--- src/rv_ctrl_macros.svh ---
`ifndef RV_CTRL_MACROS_SVH
`define RV_CTRL_MACROS_SVH

// Special architectural registers.
`define RV_ZERO 5'd0 // Hard-wired zero.
`define RV_RA 5'd1 // Link register.
`define RV_SP 5'd2 // Stack pointer.

// Load/store access type for a full word, same as func3 of lw/sw.
`define RV_RW_WORD 3'b010

// Return address stack geometry.
`define RAS_DEPTH 8 // Entries.
`define RAS_PTR_W 3 // Wraps at RAS_DEPTH.

`endif

--- src/rv_ctrl_pkg.sv ---
package rv_ctrl_pkg;

	// Architectural register number.
	typedef logic [4:0] reg_idx_t;

	// Operand source select.
	// Bit 1 takes the MEM-stage ALU result and wins over bit 0.
	// Bit 0 takes the WB-stage value, zero means register file.
	typedef logic [1:0] fwd_sel_t;

	// Load/store access type, encoded as load func3.
	typedef logic [2:0] rw_type_t;

	// Decoded, sign-extended immediate.
	typedef logic [31:0] imm_t;

	// Instruction address.
	typedef logic [31:0] addr_t;

endpackage : rv_ctrl_pkg

--- src/pipe_track.sv ---
`timescale 1ns/1ns

module pipe_track (
	input  logic                  clk,
	input  logic                  rst_n,
	input  rv_ctrl_pkg::reg_idx_t rd,
	input  logic                  reg_write,
	input  logic                  mem_read,
	input  rv_ctrl_pkg::rw_type_t rw_type,
	input  logic                  jal,
	input  logic                  jalr,
	input  logic                  pl_flush,
	input  logic                  pl_stall_ex,
	input  logic                  pl_stall_if,
	output rv_ctrl_pkg::reg_idx_t rd_id,
	output rv_ctrl_pkg::reg_idx_t rd_ex,
	output rv_ctrl_pkg::reg_idx_t rd_mem,
	output rv_ctrl_pkg::reg_idx_t rd_wb,
	output logic                  reg_write_id,
	output logic                  reg_write_ex,
	output logic                  reg_write_mem,
	output logic                  reg_write_wb,
	output logic                  mem_read_id,
	output logic                  mem_read_ex,
	output logic                  mem_read_mem,
	output rv_ctrl_pkg::rw_type_t rw_type_id,
	output rv_ctrl_pkg::rw_type_t rw_type_ex,
	output rv_ctrl_pkg::rw_type_t rw_type_mem,
	output logic                  jal_id,
	output logic                  jalr_id
);

	logic id_bubble;

	assign id_bubble = pl_flush || pl_stall_if; // ID takes no new instruction.

	// Control bits of each stage; flush kills ID and EX, stall_ex freezes them.
	always_ff @(posedge clk) begin
		if (!rst_n) begin
			reg_write_id  <= 1'b0;
			reg_write_ex  <= 1'b0;
			reg_write_mem <= 1'b0;
			reg_write_wb  <= 1'b0;
			mem_read_id   <= 1'b0;
			mem_read_ex   <= 1'b0;
			mem_read_mem  <= 1'b0;
			jal_id        <= 1'b0;
			jalr_id       <= 1'b0;
		end else begin
			reg_write_wb <= reg_write_mem;
			if (pl_stall_ex && !pl_flush) begin
				reg_write_mem <= 1'b0; // Bubble into MEM.
				mem_read_mem  <= 1'b0;
			end else begin
				reg_write_mem <= reg_write_ex;
				mem_read_mem  <= mem_read_ex;
				reg_write_ex  <= reg_write_id && !pl_flush;
				mem_read_ex   <= mem_read_id && !pl_flush;
				reg_write_id  <= reg_write && !id_bubble;
				mem_read_id   <= mem_read && !id_bubble;
				jal_id        <= jal && !id_bubble;
				jalr_id       <= jalr && !id_bubble;
			end
		end
	end

	// Payload fields follow the same movement.
	always_ff @(posedge clk) begin
		if (!pl_stall_ex) begin
			rd_id      <= rd;
			rw_type_id <= rw_type;
			rd_ex      <= rd_id;
			rw_type_ex <= rw_type_id;
		end
		rd_mem      <= rd_ex;
		rw_type_mem <= rw_type_ex;
		rd_wb       <= rd_mem;
	end

endmodule

--- src/mini_control.sv ---
`timescale 1ns/1ns
`include "rv_ctrl_macros.svh"

module mini_control (
	input  logic                  clk,
	input  logic                  rst_n,
	input  rv_ctrl_pkg::reg_idx_t rs1,
	input  rv_ctrl_pkg::reg_idx_t rs2,
	input  rv_ctrl_pkg::reg_idx_t rd,
	input  rv_ctrl_pkg::reg_idx_t rd_id,
	input  rv_ctrl_pkg::reg_idx_t rd_ex,
	input  rv_ctrl_pkg::reg_idx_t rd_mem,
	input  rv_ctrl_pkg::reg_idx_t rd_wb,
	input  logic                  reg_write_id,
	input  logic                  reg_write_ex,
	input  logic                  reg_write_mem,
	input  logic                  reg_write_wb,
	input  logic                  mem_read_id,
	input  logic                  mem_read_ex,
	input  logic                  mem_read_mem,
	input  rv_ctrl_pkg::rw_type_t rw_type_id,
	input  rv_ctrl_pkg::rw_type_t rw_type_ex,
	input  rv_ctrl_pkg::rw_type_t rw_type_mem,
	input  logic                  jal_id,
	input  logic                  jalr_id,
	input  logic [2:0]            func3,
	input  rv_ctrl_pkg::imm_t     imme,
	input  logic                  i_type,
	input  logic                  s_type,
	input  logic                  b_type,
	input  logic                  jal,
	input  logic                  jalr,
	input  logic                  pl_flush,
	input  logic                  pl_stall_ex,
	input  logic                  fwd_a_eq_pred,
	input  rv_ctrl_pkg::reg_idx_t ra_track,
	output rv_ctrl_pkg::fwd_sel_t rs1_fwd,
	output rv_ctrl_pkg::fwd_sel_t rs2_fwd,
	output logic                  b_type_prediction_en,
	output logic                  jalr_prediction_en,
	output logic                  pl_stall_if,
	output logic                  ras_push,
	output logic                  ras_pop,
	output logic                  ras_rollback_pop_id,
	output logic                  ras_rollback_push_id,
	output logic                  ras_rollback_push_ex,
	output logic                  wr_ra_track_en,
	output rv_ctrl_pkg::reg_idx_t wr_ra_track_data
);

	logic rs1_hz_id, rs1_hz_ex, rs1_hz_mem, rs1_hz_wb;
	logic rs2_hz_id, rs2_hz_ex, rs2_hz_mem, rs2_hz_wb;
	logic rs1_hz_ex_noload, rs1_hz_mem_load, rs2_hz_mem_load;
	logic rs1_lw_id, rs1_lw_ex, rs1_lw_mem;
	logic imm_zero, rs1_is_ra, rd_is_ra, rd_id_is_ra;
	logic ras_hit, pl_allow, track_mv, track_sw;
	logic pop_hist_id, pop_hist_ex;

	// Source matches against each in-flight destination.
	assign rs1_hz_id  = reg_write_id && (rd_id == rs1);
	assign rs1_hz_ex  = reg_write_ex && (rd_ex == rs1);
	assign rs1_hz_mem = reg_write_mem && (rd_mem == rs1);
	assign rs1_hz_wb  = reg_write_wb && (rd_wb == rs1);
	assign rs2_hz_id  = reg_write_id && (rd_id == rs2);
	assign rs2_hz_ex  = reg_write_ex && (rd_ex == rs2);
	assign rs2_hz_mem = reg_write_mem && (rd_mem == rs2);
	assign rs2_hz_wb  = reg_write_wb && (rd_wb == rs2);

	assign rs1_hz_ex_noload = rs1_hz_ex && !mem_read_ex;
	assign rs1_hz_mem_load  = rs1_hz_mem && mem_read_mem;
	assign rs2_hz_mem_load  = rs2_hz_mem && mem_read_mem;

	// A load in MEM has no ALU result to forward.
	assign rs1_fwd = {rs1_hz_mem && !mem_read_mem, rs1_hz_wb};
	assign rs2_fwd = {rs2_hz_mem && !mem_read_mem, rs2_hz_wb};

	assign b_type_prediction_en = b_type && (rs1_hz_id || rs2_hz_id || rs1_hz_ex ||
		rs2_hz_ex || rs1_hz_mem_load || rs2_hz_mem_load);

	// rs1 waits on an in-flight word load.
	assign rs1_lw_id  = rs1_hz_id && mem_read_id && (rw_type_id == `RV_RW_WORD);
	assign rs1_lw_ex  = rs1_hz_ex && mem_read_ex && (rw_type_ex == `RV_RW_WORD);
	assign rs1_lw_mem = rs1_hz_mem_load && (rw_type_mem == `RV_RW_WORD);

	assign imm_zero    = ~|imme[11:0];
	assign rs1_is_ra   = rs1 == `RV_RA;
	assign rd_is_ra    = rd == `RV_RA;
	assign rd_id_is_ra = rd_id == `RV_RA;

	// Canonical return, a copy of ra, or ra reloaded from the stack frame.
	assign ras_hit = ((rd == `RV_ZERO) && rs1_is_ra && imm_zero) ||
		((rs1 == ra_track) && !rs1_is_ra) ||
		((ra_track == `RV_ZERO) && (rs1_lw_id || rs1_lw_ex || rs1_lw_mem));

	assign jalr_prediction_en = jalr && ras_hit &&
		(rs1_hz_id || rs1_hz_ex || rs1_hz_mem_load);
	assign pl_stall_if = jalr && !ras_hit && !rs1_hz_id &&
		(rs1_hz_ex_noload || rs1_hz_mem_load);

	assign pl_allow = !pl_flush && !pl_stall_ex && !pl_stall_if;
	assign ras_push = pl_allow && rd_is_ra && (jal || jalr); // Call.
	assign ras_pop  = pl_allow && jalr && (jalr_prediction_en || fwd_a_eq_pred);

	// Undo what the flushed ID and EX instructions did to the stack.
	assign ras_rollback_pop_id  = pl_flush && rd_id_is_ra && (jal_id || jalr_id);
	assign ras_rollback_push_id = pl_flush && pop_hist_id;
	assign ras_rollback_push_ex = pl_flush && pop_hist_ex;

	always_ff @(posedge clk) begin
		if (!rst_n) begin
			pop_hist_id <= 1'b0;
			pop_hist_ex <= 1'b0;
		end else if (!pl_stall_ex) begin
			pop_hist_id <= ras_pop; // Pop now sitting in ID.
			pop_hist_ex <= pop_hist_id;
		end
	end

	// mv rd, ra moves the link; sw ra, imm(sp) parks it in memory.
	assign track_mv = i_type && (func3 == 3'b000) && imm_zero && rs1_is_ra;
	assign track_sw = s_type && (func3 == `RV_RW_WORD) && (rs2 == `RV_RA) && (rs1 == `RV_SP);

	assign wr_ra_track_en   = track_mv || track_sw;
	assign wr_ra_track_data = track_sw ? `RV_ZERO : rd;

endmodule

--- src/return_predictor.sv ---
`timescale 1ns/1ns
`include "rv_ctrl_macros.svh"

module return_predictor (
	input  logic                  clk,
	input  logic                  rst_n,
	input  logic                  ras_push,
	input  logic                  ras_pop,
	input  logic                  ras_rollback_pop_id,
	input  logic                  ras_rollback_push_id,
	input  logic                  ras_rollback_push_ex,
	input  rv_ctrl_pkg::addr_t    link_addr,
	input  logic                  wr_ra_track_en,
	input  rv_ctrl_pkg::reg_idx_t wr_ra_track_data,
	output rv_ctrl_pkg::addr_t    pred_target,
	output rv_ctrl_pkg::reg_idx_t ra_track
);

	typedef logic [`RAS_PTR_W-1:0] ptr_t;

	rv_ctrl_pkg::addr_t stack [`RAS_DEPTH];
	ptr_t               ptr; // Next free slot.
	ptr_t               top_idx;
	logic               push_only, pop_only, replace_top;
	logic [1:0]         n_up;
	logic [1:0]         n_down;

	assign top_idx     = ptr - ptr_t'(1);
	assign pred_target = stack[top_idx];

	assign replace_top = ras_push && ras_pop; // Pop then push, pointer stays.
	assign push_only   = ras_push && !ras_pop;
	assign pop_only    = ras_pop && !ras_push;

	// Rollbacks only move the pointer.
	assign n_up   = 2'(push_only) + 2'(ras_rollback_push_id) + 2'(ras_rollback_push_ex);
	assign n_down = 2'(pop_only) + 2'(ras_rollback_pop_id);

	always_ff @(posedge clk) begin
		if (!rst_n) begin
			ptr <= '0;
			for (int i = 0; i < `RAS_DEPTH; i++) begin
				stack[i] <= '0;
			end
		end else begin
			ptr <= ptr + ptr_t'(n_up) - ptr_t'(n_down); // Wraps, oldest is lost.
			if (push_only) begin
				stack[ptr] <= link_addr;
			end else if (replace_top) begin
				stack[top_idx] <= link_addr;
			end
		end
	end

	// Register that currently holds the return address.
	always_ff @(posedge clk) begin
		if (!rst_n) begin
			ra_track <= `RV_RA;
		end else if (wr_ra_track_en) begin
			ra_track <= wr_ra_track_data;
		end
	end

endmodule

--- src/ctrl_top.sv ---
`timescale 1ns/1ns

module ctrl_top (
	input  logic                  clk,
	input  logic                  rst_n,
	input  rv_ctrl_pkg::reg_idx_t rs1,
	input  rv_ctrl_pkg::reg_idx_t rs2,
	input  rv_ctrl_pkg::reg_idx_t rd,
	input  logic [2:0]            func3,
	input  rv_ctrl_pkg::imm_t     imme,
	input  logic                  reg_write,
	input  logic                  mem_read,
	input  rv_ctrl_pkg::rw_type_t rw_type,
	input  logic                  i_type,
	input  logic                  s_type,
	input  logic                  b_type,
	input  logic                  jal,
	input  logic                  jalr,
	input  rv_ctrl_pkg::addr_t    link_addr,
	input  logic                  pl_flush,
	input  logic                  pl_stall_ex,
	input  logic                  fwd_a_eq_pred,
	output rv_ctrl_pkg::fwd_sel_t rs1_fwd,
	output rv_ctrl_pkg::fwd_sel_t rs2_fwd,
	output logic                  b_type_prediction_en,
	output logic                  jalr_prediction_en,
	output logic                  pl_stall_if,
	output rv_ctrl_pkg::addr_t    pred_target
);

	// Stage copies for hazard detection.
	rv_ctrl_pkg::reg_idx_t rd_id, rd_ex, rd_mem, rd_wb;
	rv_ctrl_pkg::rw_type_t rw_type_id, rw_type_ex, rw_type_mem;
	logic                  reg_write_id, reg_write_ex, reg_write_mem, reg_write_wb;
	logic                  mem_read_id, mem_read_ex, mem_read_mem;
	logic                  jal_id, jalr_id;

	// Return stack commands.
	logic                  ras_push, ras_pop;
	logic                  ras_rollback_pop_id, ras_rollback_push_id, ras_rollback_push_ex;
	logic                  wr_ra_track_en;
	rv_ctrl_pkg::reg_idx_t wr_ra_track_data;
	rv_ctrl_pkg::reg_idx_t ra_track;

	pipe_track u_pipe_track (.*);

	mini_control u_mini_control (.*);

	return_predictor u_return_predictor (.*);

endmodule

--- config.mk ---
export PLATFORM = sky130hd
export DESIGN_NAME = ctrl_top
export DESIGN_NICKNAME = d
export VERILOG_FILES = /design/src/rv_ctrl_pkg.sv /design/src/pipe_track.sv /design/src/mini_control.sv /design/src/return_predictor.sv /design/src/ctrl_top.sv
export VERILOG_INCLUDE_DIRS = /design/src
export SDC_FILE = /design/constraint.sdc
export NUM_CORES = 1
export LEC_CHECK = 0
export ABC_AREA = 1
export BUFFER_PORTS_ARGS = -buffer_cell sky130_fd_sc_hd__buf_4
export CORE_ASPECT_RATIO = 2
export CORE_MARGIN = 2
export CORE_UTILIZATION = 35
export DETAILED_ROUTE_END_ITERATION = 16
export PLACE_DENSITY = 0.56
export SYNTH_ARGS = -nofsm -noshare
export SYNTH_HDL_FRONTEND = slang
export SYNTH_SLANG_ARGS = --single-unit
export TNS_END_PERCENT = 50
--- constraint.sdc ---
create_clock -name clk -period 9.36 [get_ports clk]
set_input_delay 1.872 -clock clk [delete_from_list [all_inputs] [get_ports clk]]
set_output_delay 1.872 -clock clk [all_outputs]
set_load 0.01 [all_outputs]
==> metrics.cfg, run 1 <==
[floorplanning]
fp.dieH_um = 301.0
die_width_um = 152.5
core_area_mm2 = 0.04351
fp-row-count = 108
initial_core_util = 0.3549
die_area_mm2 = 0.04591
io-pin-count = 136

[clock_network]
post_cts_resized = 0
numClockSinks = 304
cts_tree = done
clk_pin_slew_ns = 0.06
clock_path_buffers = 3
post_cts_buffers = 0
insertion_delay_ns = 0.59
postCtsHoldBufs = 0
cts_htree_levels = 1
cts_buffers = 29
root_buffer = clkbuf_16

[synthesis]
synthTopCellsByCount = 272 x edfxtp_1, 254 x nor2_1, 214 x nor3_2
yosysMostFrequentCell = edfxtp_1
yosysTopAreaCellShare = 0.5290
syn-num-nets = 1519
syn_inst = 1416
synth-edff-count = 272
synthFlopType = edfxtp_1
yosysWarningCount = 0
syn_area_mm2 = 0.01544
synth_cell_types = 40
synth_area_leaders = edfxtp_1 53%, nor3_2 14%, nor2_1 6.2%
syn_area_per_cell_um2 = 10.90
ys_seq_elements = 304
yosys.area.top_type = edfxtp_1
synth-seq-area-share = 0.5705
synthArstFlopShare = 0

[global_routing]
antenna_found_initial = 0
grt_pass1_wl_um = 66740
grt-ovfl-total = 0
grt_pass1_vias = 11036
grt_usage = 0.1873
grt_max_degree = 100

[drt]
ant_nets = 0
wirelength_um = 43570
drcViolationCount = 0
drt-initial-drc-count = 692
vias_per_cell = 5.316
num_vias = 10855
wl_per_cell_um = 21.33
dr.pass1.iters = 4

[timing]
slew_headroom = 0.2314
timing.hold.ws_ns = 0.3674
worst_slew_pin_slew_ns = 1.153
finalHoldViolations = 0
rsz0062_at_grt = false
skew_ns = 0.02097
setup_viol_count_final = 0
max_freq_mhz = 146.5
tns_ns = 0
timing.final.crit_period_ns = 6.826
period_share = 0.7293
drv_slew = 0

[final_layout]
area_growth_pct = 13.73
fin_nets = 1572
final_area_mm2 = 0.01756
antenna_cells = 0
drive_above_1_share = 0.2895

[status]
status = complete, no violations

[placement]
dp_hpwl_um = 26010
placement.cell_area_mm2 = 0.01656
gp_congestion = 0.9517
io_buffer_count = 115

[flow_run]
cap_violations = 0

[power]
leakage_nw = 5.773
p_per_area_mw_per_mm2 = 191.7
peakVddDrop_uv = 160.5

[critical_path]
critPathRequiredTime_ns = 7.49
endpoint_kind = output port
crit_fanout = 66
cpPeakStageDelay_ns = 0.83
r2r_slack_ns = 3.42
worst_setup_path_start_kind = flop
crit_arrival_ns = 4.95
path_cells = clkinv_2 > ha_2 > clkinv_2 > buf_4 > o21ai_0 > o22ai_1 > nor2_1 > a31oi_1 > buf_4
crit_slowest_cell = clkinv_2
critical_path_class = flop to output port

[min_path]
hold_class = flop to flop

layout by cell type (no fill, tap or decap), types with 4 or more instances in the layout:
cell type / netlist / final
o21ai_0: 147 / 139
a21oi_1: 21 / 21
nor4_1: 5 / 5
nor2_1: 254 / 254
xnor2_1: 10 / 10
inv_2: 4 / 5
edfxtp_1: 272 / 272
clkinv_4: 0 / 4
clkinv_1: 32 / 39
nor3_2: 214 / 214
nand2_4: 1 / 5
buf_4: 12 / 136
bufinv_16: 0 / 5
nand2_1: 75 / 71
a31oi_1: 33 / 33
clkbuf_16: 0 / 29
dfxtp_1: 32 / 31
clkinv_2: 0 / 8
inv_1: 48 / 45
nor3_1: 49 / 49
xor2_1: 6 / 6
nand4_1: 6 / 6
o21ai_4: 0 / 8
nand3_1: 21 / 21
o22ai_1: 42 / 42
cells by family (layout without fill, tap and decap cells):
logic type / after synthesis / count (layout) / share of synthesized area
adder cells (fa/ha/maj): 6 / 6 / 0.006321
AO/OA/AOI/OAI: 251 / 251 / 0.08897
XOR/XNOR: 16 / 16 / 0.009075
buffers and inverters: 198 / 274 / 0.06807
AND/OR/NAND/NOR: 641 / 641 / 0.2571
flip-flops: 304 / 304 / 0.5705
final cells by class:
type                       count  area, um^2
inverter                      84       317.8
fill                        4225       25950
tap                          550       688.2
clock buffer                  29       725.7
sequential                   304        8812
timing repair buffer         136        1021
multi-input combinational    914        5719
clock inverter                25       276.5
worst max-delay path: cells and delay by family (launching register included):
kind / cells / cell delay, ns
AND/OR/NAND/NOR: 1 / 0.06
flip-flops: 1 / 0.59
adder cells (fa/ha/maj): 1 / 0.83
AO/OA/AOI/OAI: 3 / 0.87
buffers and inverters: 4 / 1.96
stage by stage:
| step | power [mW] | setup slack, ns | cells | utilization |
|---|---|---|---|---|
| final | 3.366 | 2.534 | 2042 | 0.4036 |
| after detailed placement | 2.160 | 3.072 | 1988 | 0.3806 |
| after floorplan | 1.895 | 3.148 | 1416 | - |
| after global routing | 3.489 | 2.261 | 2042 | 0.4036 |
| after global placement | 2.156 | 3.090 | 1988 | 0.3806 |
| after CTS | 3.403 | 2.471 | 2042 | 0.4036 |
registers in the layout (all words and copies together) (netlist names), 3 cells and up:
register,cells
u_pipe_track.rd_ex,5
u_pipe_track.rd_id,5
u_pipe_track.rd_mem,5
u_pipe_track.rd_wb,5
u_pipe_track.rw_type_ex,3
u_pipe_track.rw_type_id,3
u_pipe_track.rw_type_mem,3
u_return_predictor.ptr,3
u_return_predictor.ra_track,5
u_return_predictor.stack,256
worst paths after layout:
check	depth (start not counted)	start	endpoint
worst min-delay path	0	u_pipe_track.rd_mem[4]$_DFF_P_	u_pipe_track.rd_wb[4]$_DFF_P_
worst max-delay path	9	u_return_predictor.ptr[0]$_SDFF_PN0_	pred_target[10]
worst min register to register	0	u_pipe_track.rd_mem[4]$_DFF_P_	u_pipe_track.rd_wb[4]$_DFF_P_
worst max register to register	9	u_return_predictor.ptr[0]$_SDFF_PN0_	u_return_predictor.stack[4][0]$_SDFFCE_PN0P_
metal layers:
metal  share of wire  track usage  vias up
met1            0.39       0.2203     5397
li1                -            -     5128
met5               0            0        -
met2            0.54       0.3507      262
met4           0.032      0.06900        0
met3           0.038      0.01943       68
power by group:
group / total [mW] / internal, mW / switching, mW
sequential: 1.55 / 1.52 / 0.0245
combinational: 0.572 / 0.182 / 0.390
clock: 1.25 / 0.709 / 0.538
(Power assumes the default switching activity.)
==> inputs of run 2 (changes only) <==
clock period = 6.8 ns   (was 9.36 ns; I/O delays follow)
==> run 2 against run 1 <==
Against the previous run: total power up 33%; critical path depth unchanged; first-iteration DRC count rose by 6.9%; die area is the same; sequential share of layout area increased by 0.057 points; combinational power rose by 41%; via count grew 2.6%; global-route usage rose by 0.13 points; sequential cell count unchanged.
==> metrics.cfg, run 2 (synthesis gave the netlist of run 1 again) <==
[status]
status = complete, no violations

[final_layout]
final_area_mm2 = 0.01754
fin_util = 0.4031
drive_above_1_share = 0.2898
largest-register = u_return_predictor.stack
fin_nets = 1576
antenna_cells = 0
largest_reg_flops = 256
layoutNonFillerInstCount = 2044
area_growth_pct = 13.60
layout_commonest_cell = edfxtp_1
layout_common_cells = 272 x edfxtp_1, 254 x nor2_1, 214 x nor3_2, 139 x o21ai_0, 135 x buf_4

[placement]
dp_hpwl_um = 26150
preCtsSetupSlack_ns = 1.474
dp_cells = 1992
placement.cell_area_mm2 = 0.01665
io_buffer_count = 115
gp_congestion = 0.9446

[floorplanning]
io-pin-count = 136
fp-row-count = 108
die_width_um = 152.5
die_area_mm2 = 0.04591
core_area_mm2 = 0.04351
fp.dieH_um = 301.0
initial_core_util = 0.3549

[timing]
slew_headroom = 0.2559
drv_slew = 0
finalHoldViolations = 0
setup_viol_count_final = 0
tns_ns = 0
timing.final.crit_period_ns = 5.090
skew_ns = 0.02188
worst_slew_pin_slew_ns = 1.116
max_freq_mhz = 196.5
period_share = 0.7486
rsz0062_at_grt = false
setup_slack_ns = 1.710

[drt]
ant_nets = 0
drcViolationCount = 0
wl_per_cell_um = 21.33
num_vias = 11142
dr.pass1.iters = 5
vias_per_cell = 5.451
drt-initial-drc-count = 740
wirelength_um = 43600

[power]
peakVddDrop_uv = 189.2
p_per_area_mw_per_mm2 = 255.7
leakage_nw = 5.769

[clock_network]
post_cts_buffers = 0
numClockSinks = 304
root_buffer = clkbuf_16
insertion_delay_ns = 0.57
cts_htree_levels = 1
clk_pin_slew_ns = 0.07
cts_buffers = 29
cts_tree = done
clock_path_buffers = 3
postCtsHoldBufs = 0
post_cts_resized = 0

[global_routing]
grt_usage = 0.1886
grt_pass1_wl_um = 67110
use_met1 = 0.2220
grt_pass1_vias = 11351
grt-ovfl-total = 0
grt.busiest_layer = met2
antenna_found_initial = 0
grt_max_degree = 102
grt_use_met2 = 0.3431
grt_use_met3 = 0.02188

[critical_path]
crit_fanout = 45
worst_setup_path_start_kind = flop
path_cells = clkinv_2 > ha_2 > buf_4 > buf_4 > o21ai_0 > o22ai_1 > nor2_1 > a31oi_1 > buf_4
cp_top_family = buffers and inverters
cpPeakStageDelay_ns = 0.58
crit_top_cell = buf_4
critPathRequiredTime_ns = 5.44
endpoint_kind = output port
critical_path_class = flop to output port
crit_slowest_cell = buf_4
worst-path-buf-inv = 4
crit_arrival_ns = 3.73

[min_path]
hold_class = flop to flop

[flow_run]
cap_violations = 0

-- run 2: changes by cell type in the layout (fill, tap and decap cells not counted), moves of 3 or more --
cell / change
clkbuf_8: +5
clkinv_1: -5
clkinv_4: -4
buf_12: +5
bufinv_16: -5
clkbuf_1: +6
clkinv_2: -3
-- run 2: per-layer routing --
layer	vias to the layer above	share of wire
li1	5150	-
met4	0	0.045
met2	331	0.52
met1	5571	0.39
met3	90	0.044
met5	-	0
-- run 2: report_power, final --
group / switching (mW) / leakage [nW] / internal, mW
Combinational: 0.550 / 2.26 / 0.257
Sequential: 0.0265 / 3.07 / 2.09
Clock: 0.708 / 0.442 / 0.849
Total: 1.28 / 5.77 / 3.20
-- run 2: area by class of cell --
| class | instances | area, um^2 |
|---|---|---|
| Fill cell | 4257 | 25970 |
| Sequential cell | 304 | 8812 |
| Multi-Input combinational cell | 914 | 5719 |
| Timing Repair Buffer | 140 | 1114 |
| Clock buffer | 42 | 832.0 |
| Tap cell | 550 | 688.2 |
| Inverter | 84 | 316.6 |
| Clock inverter | 10 | 58.81 |
-- run 2: per-stage QoR --
stage	hold WS, ns	total power [mW]
2_1_floorplan	0.3407	2.609
3_3_place_gp	0.3499	2.980
3_5_place_dp	0.3610	2.984
4_1_cts	0.3732	4.538
5_1_grt	0.3901	4.659
6_report	0.3734	4.485
-- run 2: path summary, 6_finish.rpt --
| check | from | to | slack [ns] | cells after the start |
|---|---|---|---|---|
| setup / recovery | u_return_predictor.ptr[0]$_SDFF_PN0_ | pred_target[10] | 1.71 | 9 |
| hold / removal | u_pipe_track.rd_mem[4]$_DFF_P_ | u_pipe_track.rd_wb[4]$_DFF_P_ | 0.37 | 0 |
| setup reg to reg | u_pipe_track.rd_id[4]$_DFFE_PN_ | u_return_predictor.stack[4][8]$_SDFFCE_PN0P_ | 2.62 | 14 |
| hold reg to reg | u_pipe_track.rd_mem[4]$_DFF_P_ | u_pipe_track.rd_wb[4]$_DFF_P_ | 0.37 | 0 |
==> inputs of run 3 (changes only) <==
PLACE_DENSITY = 0.57   (was 0.56)
clock period = 4.5 ns   (was 6.8 ns; I/O delays follow)
==> run 3 against run 2 <==
Against the previous run: register-to-register slack worse by 1.9 ns; critical path depth stayed put; clock power is 49% higher; sequential share of layout area is 0.57 points lower; design area is 1.1% higher; first-iteration DRC count is 6.5% higher; clock skew is 0.0089 ns lower; total power is 51% higher; largest cell class unchanged; non-clock buffer count is 19 higher; count of clock-buffer cells in the layout is 1 lower; sequential power is 51% higher; utilization is 0.46 points higher.
==> metrics.cfg, run 3 (synthesis gave the netlist of run 1 again) <==
[status]
status = complete, no violations

[global_routing]
grt_pass1_wl_um = 68430
antenna_found_initial = 0
grt_max_degree = 75
grt-ovfl-total = 0
grt_usage = 0.1924
grt_pass1_vias = 11465

[timing]
period_share = 0.8611
tns_ns = 0
drv_slew = 0
max_freq_mhz = 258.1
setup_viol_count_final = 0
rsz0062_at_grt = false
timing.hold.ws_ns = 0.3615
slew_headroom = 0.3689
finalHoldViolations = 0
skew_ns = 0.01298
worst_slew_pin_slew_ns = 0.9453
timing.final.crit_period_ns = 3.875

[drt]
drcViolationCount = 0
wirelength_um = 44420
ant_nets = 0
vias_per_cell = 5.399
num_vias = 11143
dr.pass1.iters = 5
drt-initial-drc-count = 788
wl_per_cell_um = 21.52

[final_layout]
layout_commonest_cell = edfxtp_1
layoutNonFillerInstCount = 2064
fin_util = 0.4078
antenna_cells = 0
largest_reg_flops = 256
area_growth_pct = 14.90
layout_common_cells = 272 x edfxtp_1, 254 x nor2_1, 214 x nor3_2, 148 x buf_4, 139 x o21ai_0
largest-register = u_return_predictor.stack
fin_nets = 1596
drive_above_1_share = 0.2939

[critical_path]
critPathRequiredTime_ns = 3.60
crit_fanout = 40
worst_setup_path_start_kind = flop
critical_path_class = flop to output port
endpoint_kind = output port
r2r_slack_ns = 0.77
crit_arrival_ns = 2.98

[clock_network]
cts_htree_levels = 1
cts_tree = done
numClockSinks = 304
clock_path_buffers = 3
root_buffer = clkbuf_16
clk_pin_slew_ns = 0.07
post_cts_buffers = 0
cts_buffers = 30
postCtsHoldBufs = 0
insertion_delay_ns = 0.57
post_cts_resized = 0

[min_path]
hold_class = flop to flop

[power]
p_int_mw = 4.828
peakVddDrop_uv = 330.5
power_frac_clock = 0.343
p_switching_mw = 1.951
netSwitchingFraction = 0.2878
leakage_nw = 5.872
power_frac_seq = 0.473
power_frac_comb = 0.184
p_per_area_mw_per_mm2 = 382.1

[placement]
dp_cells = 2011
gp_congestion = 0.9191
io_buffer_count = 115
dp_hpwl_um = 26850

[flow_run]
cap_violations = 0

[floorplanning]
fp-row-count = 108
core_area_mm2 = 0.04351
die_width_um = 152.5
io-pin-count = 136
initial_core_util = 0.3549
fp.dieH_um = 301.0
die_area_mm2 = 0.04591

## run 3: changes by cell type in the layout (fill, tap and decap cells not counted), sizes merged
cell	previous run	this run
buf	140	159
clkbuf	42	41
clkinv	39	43
clkinvlp	1	2
inv	54	51
## run 3: worst max-delay path, cell delays in order, from the launching register on
cell and delay (ns):
dfxtp_4 0.36, clkinv_2 0.06, ha_2 0.31, inv_2 0.28, buf_12 0.28, o21ai_0 0.13
o22ai_1 0.15, nor2_1 0.07, a31oi_1 0.50, buf_4 0.23
## run 3: worst paths after layout
check	startpoint	end	cells after the start
worst max-delay path	u_return_predictor.ptr[0]$_SDFF_PN0_	pred_target[12]	9
worst max register to register	u_pipe_track.rd_ex[2]$_DFFE_PN_	u_return_predictor.ptr[2]$_SDFF_PN0_	19
worst min register to register	u_pipe_track.rw_type_ex[2]$_DFFE_PN_	u_pipe_track.rw_type_mem[2]$_DFF_P_	0
worst min-delay path	u_pipe_track.rw_type_ex[2]$_DFFE_PN_	u_pipe_track.rw_type_mem[2]$_DFF_P_	0
## run 3: area by class of cell
type / count / area [um^2]
Sequential cell: 304 / 8812
Multi-Input combinational cell: 914 / 5719
Tap cell: 550 / 688.2
Clock inverter: 12 / 61.31
Fill cell: 4251 / 25770
Clock buffer: 41 / 813.3
Timing Repair Buffer: 159 / 1331
Inverter: 84 / 316.6
## run 3: metal layers
| metal | track usage | part of all wire |
|---|---|---|
| met1 | 0.2205 | 0.39 |
| met2 | 0.3659 | 0.54 |
| met3 | 0.01972 | 0.035 |
| met4 | 0.07341 | 0.037 |
| met5 | 0 | 0 |
## run 3: stage by stage
stage / worst slack (ns) / cell area (um^2) / total power [mW]
floorplan: -0.7395 / 15440 / 3.941
global placement: 0.2035 / 16870 / 4.523
detailed placement: 0.1789 / 16870 / 4.534
CTS: 0.5190 / 17740 / 6.855
global route: 0.4946 / 17740 / 7.045
finish: 0.6249 / 17740 / 6.779
## run 3: power by group through the flow
stage	registers (mW)	logic (mW)	clock network (mW)
global placement	3.26	1.26	0
global route	3.21	1.35	2.48
floorplan	3.26	0.681	0
detailed placement	3.27	1.27	0
CTS	3.21	1.27	2.38
finish	3.21	1.25	2.33
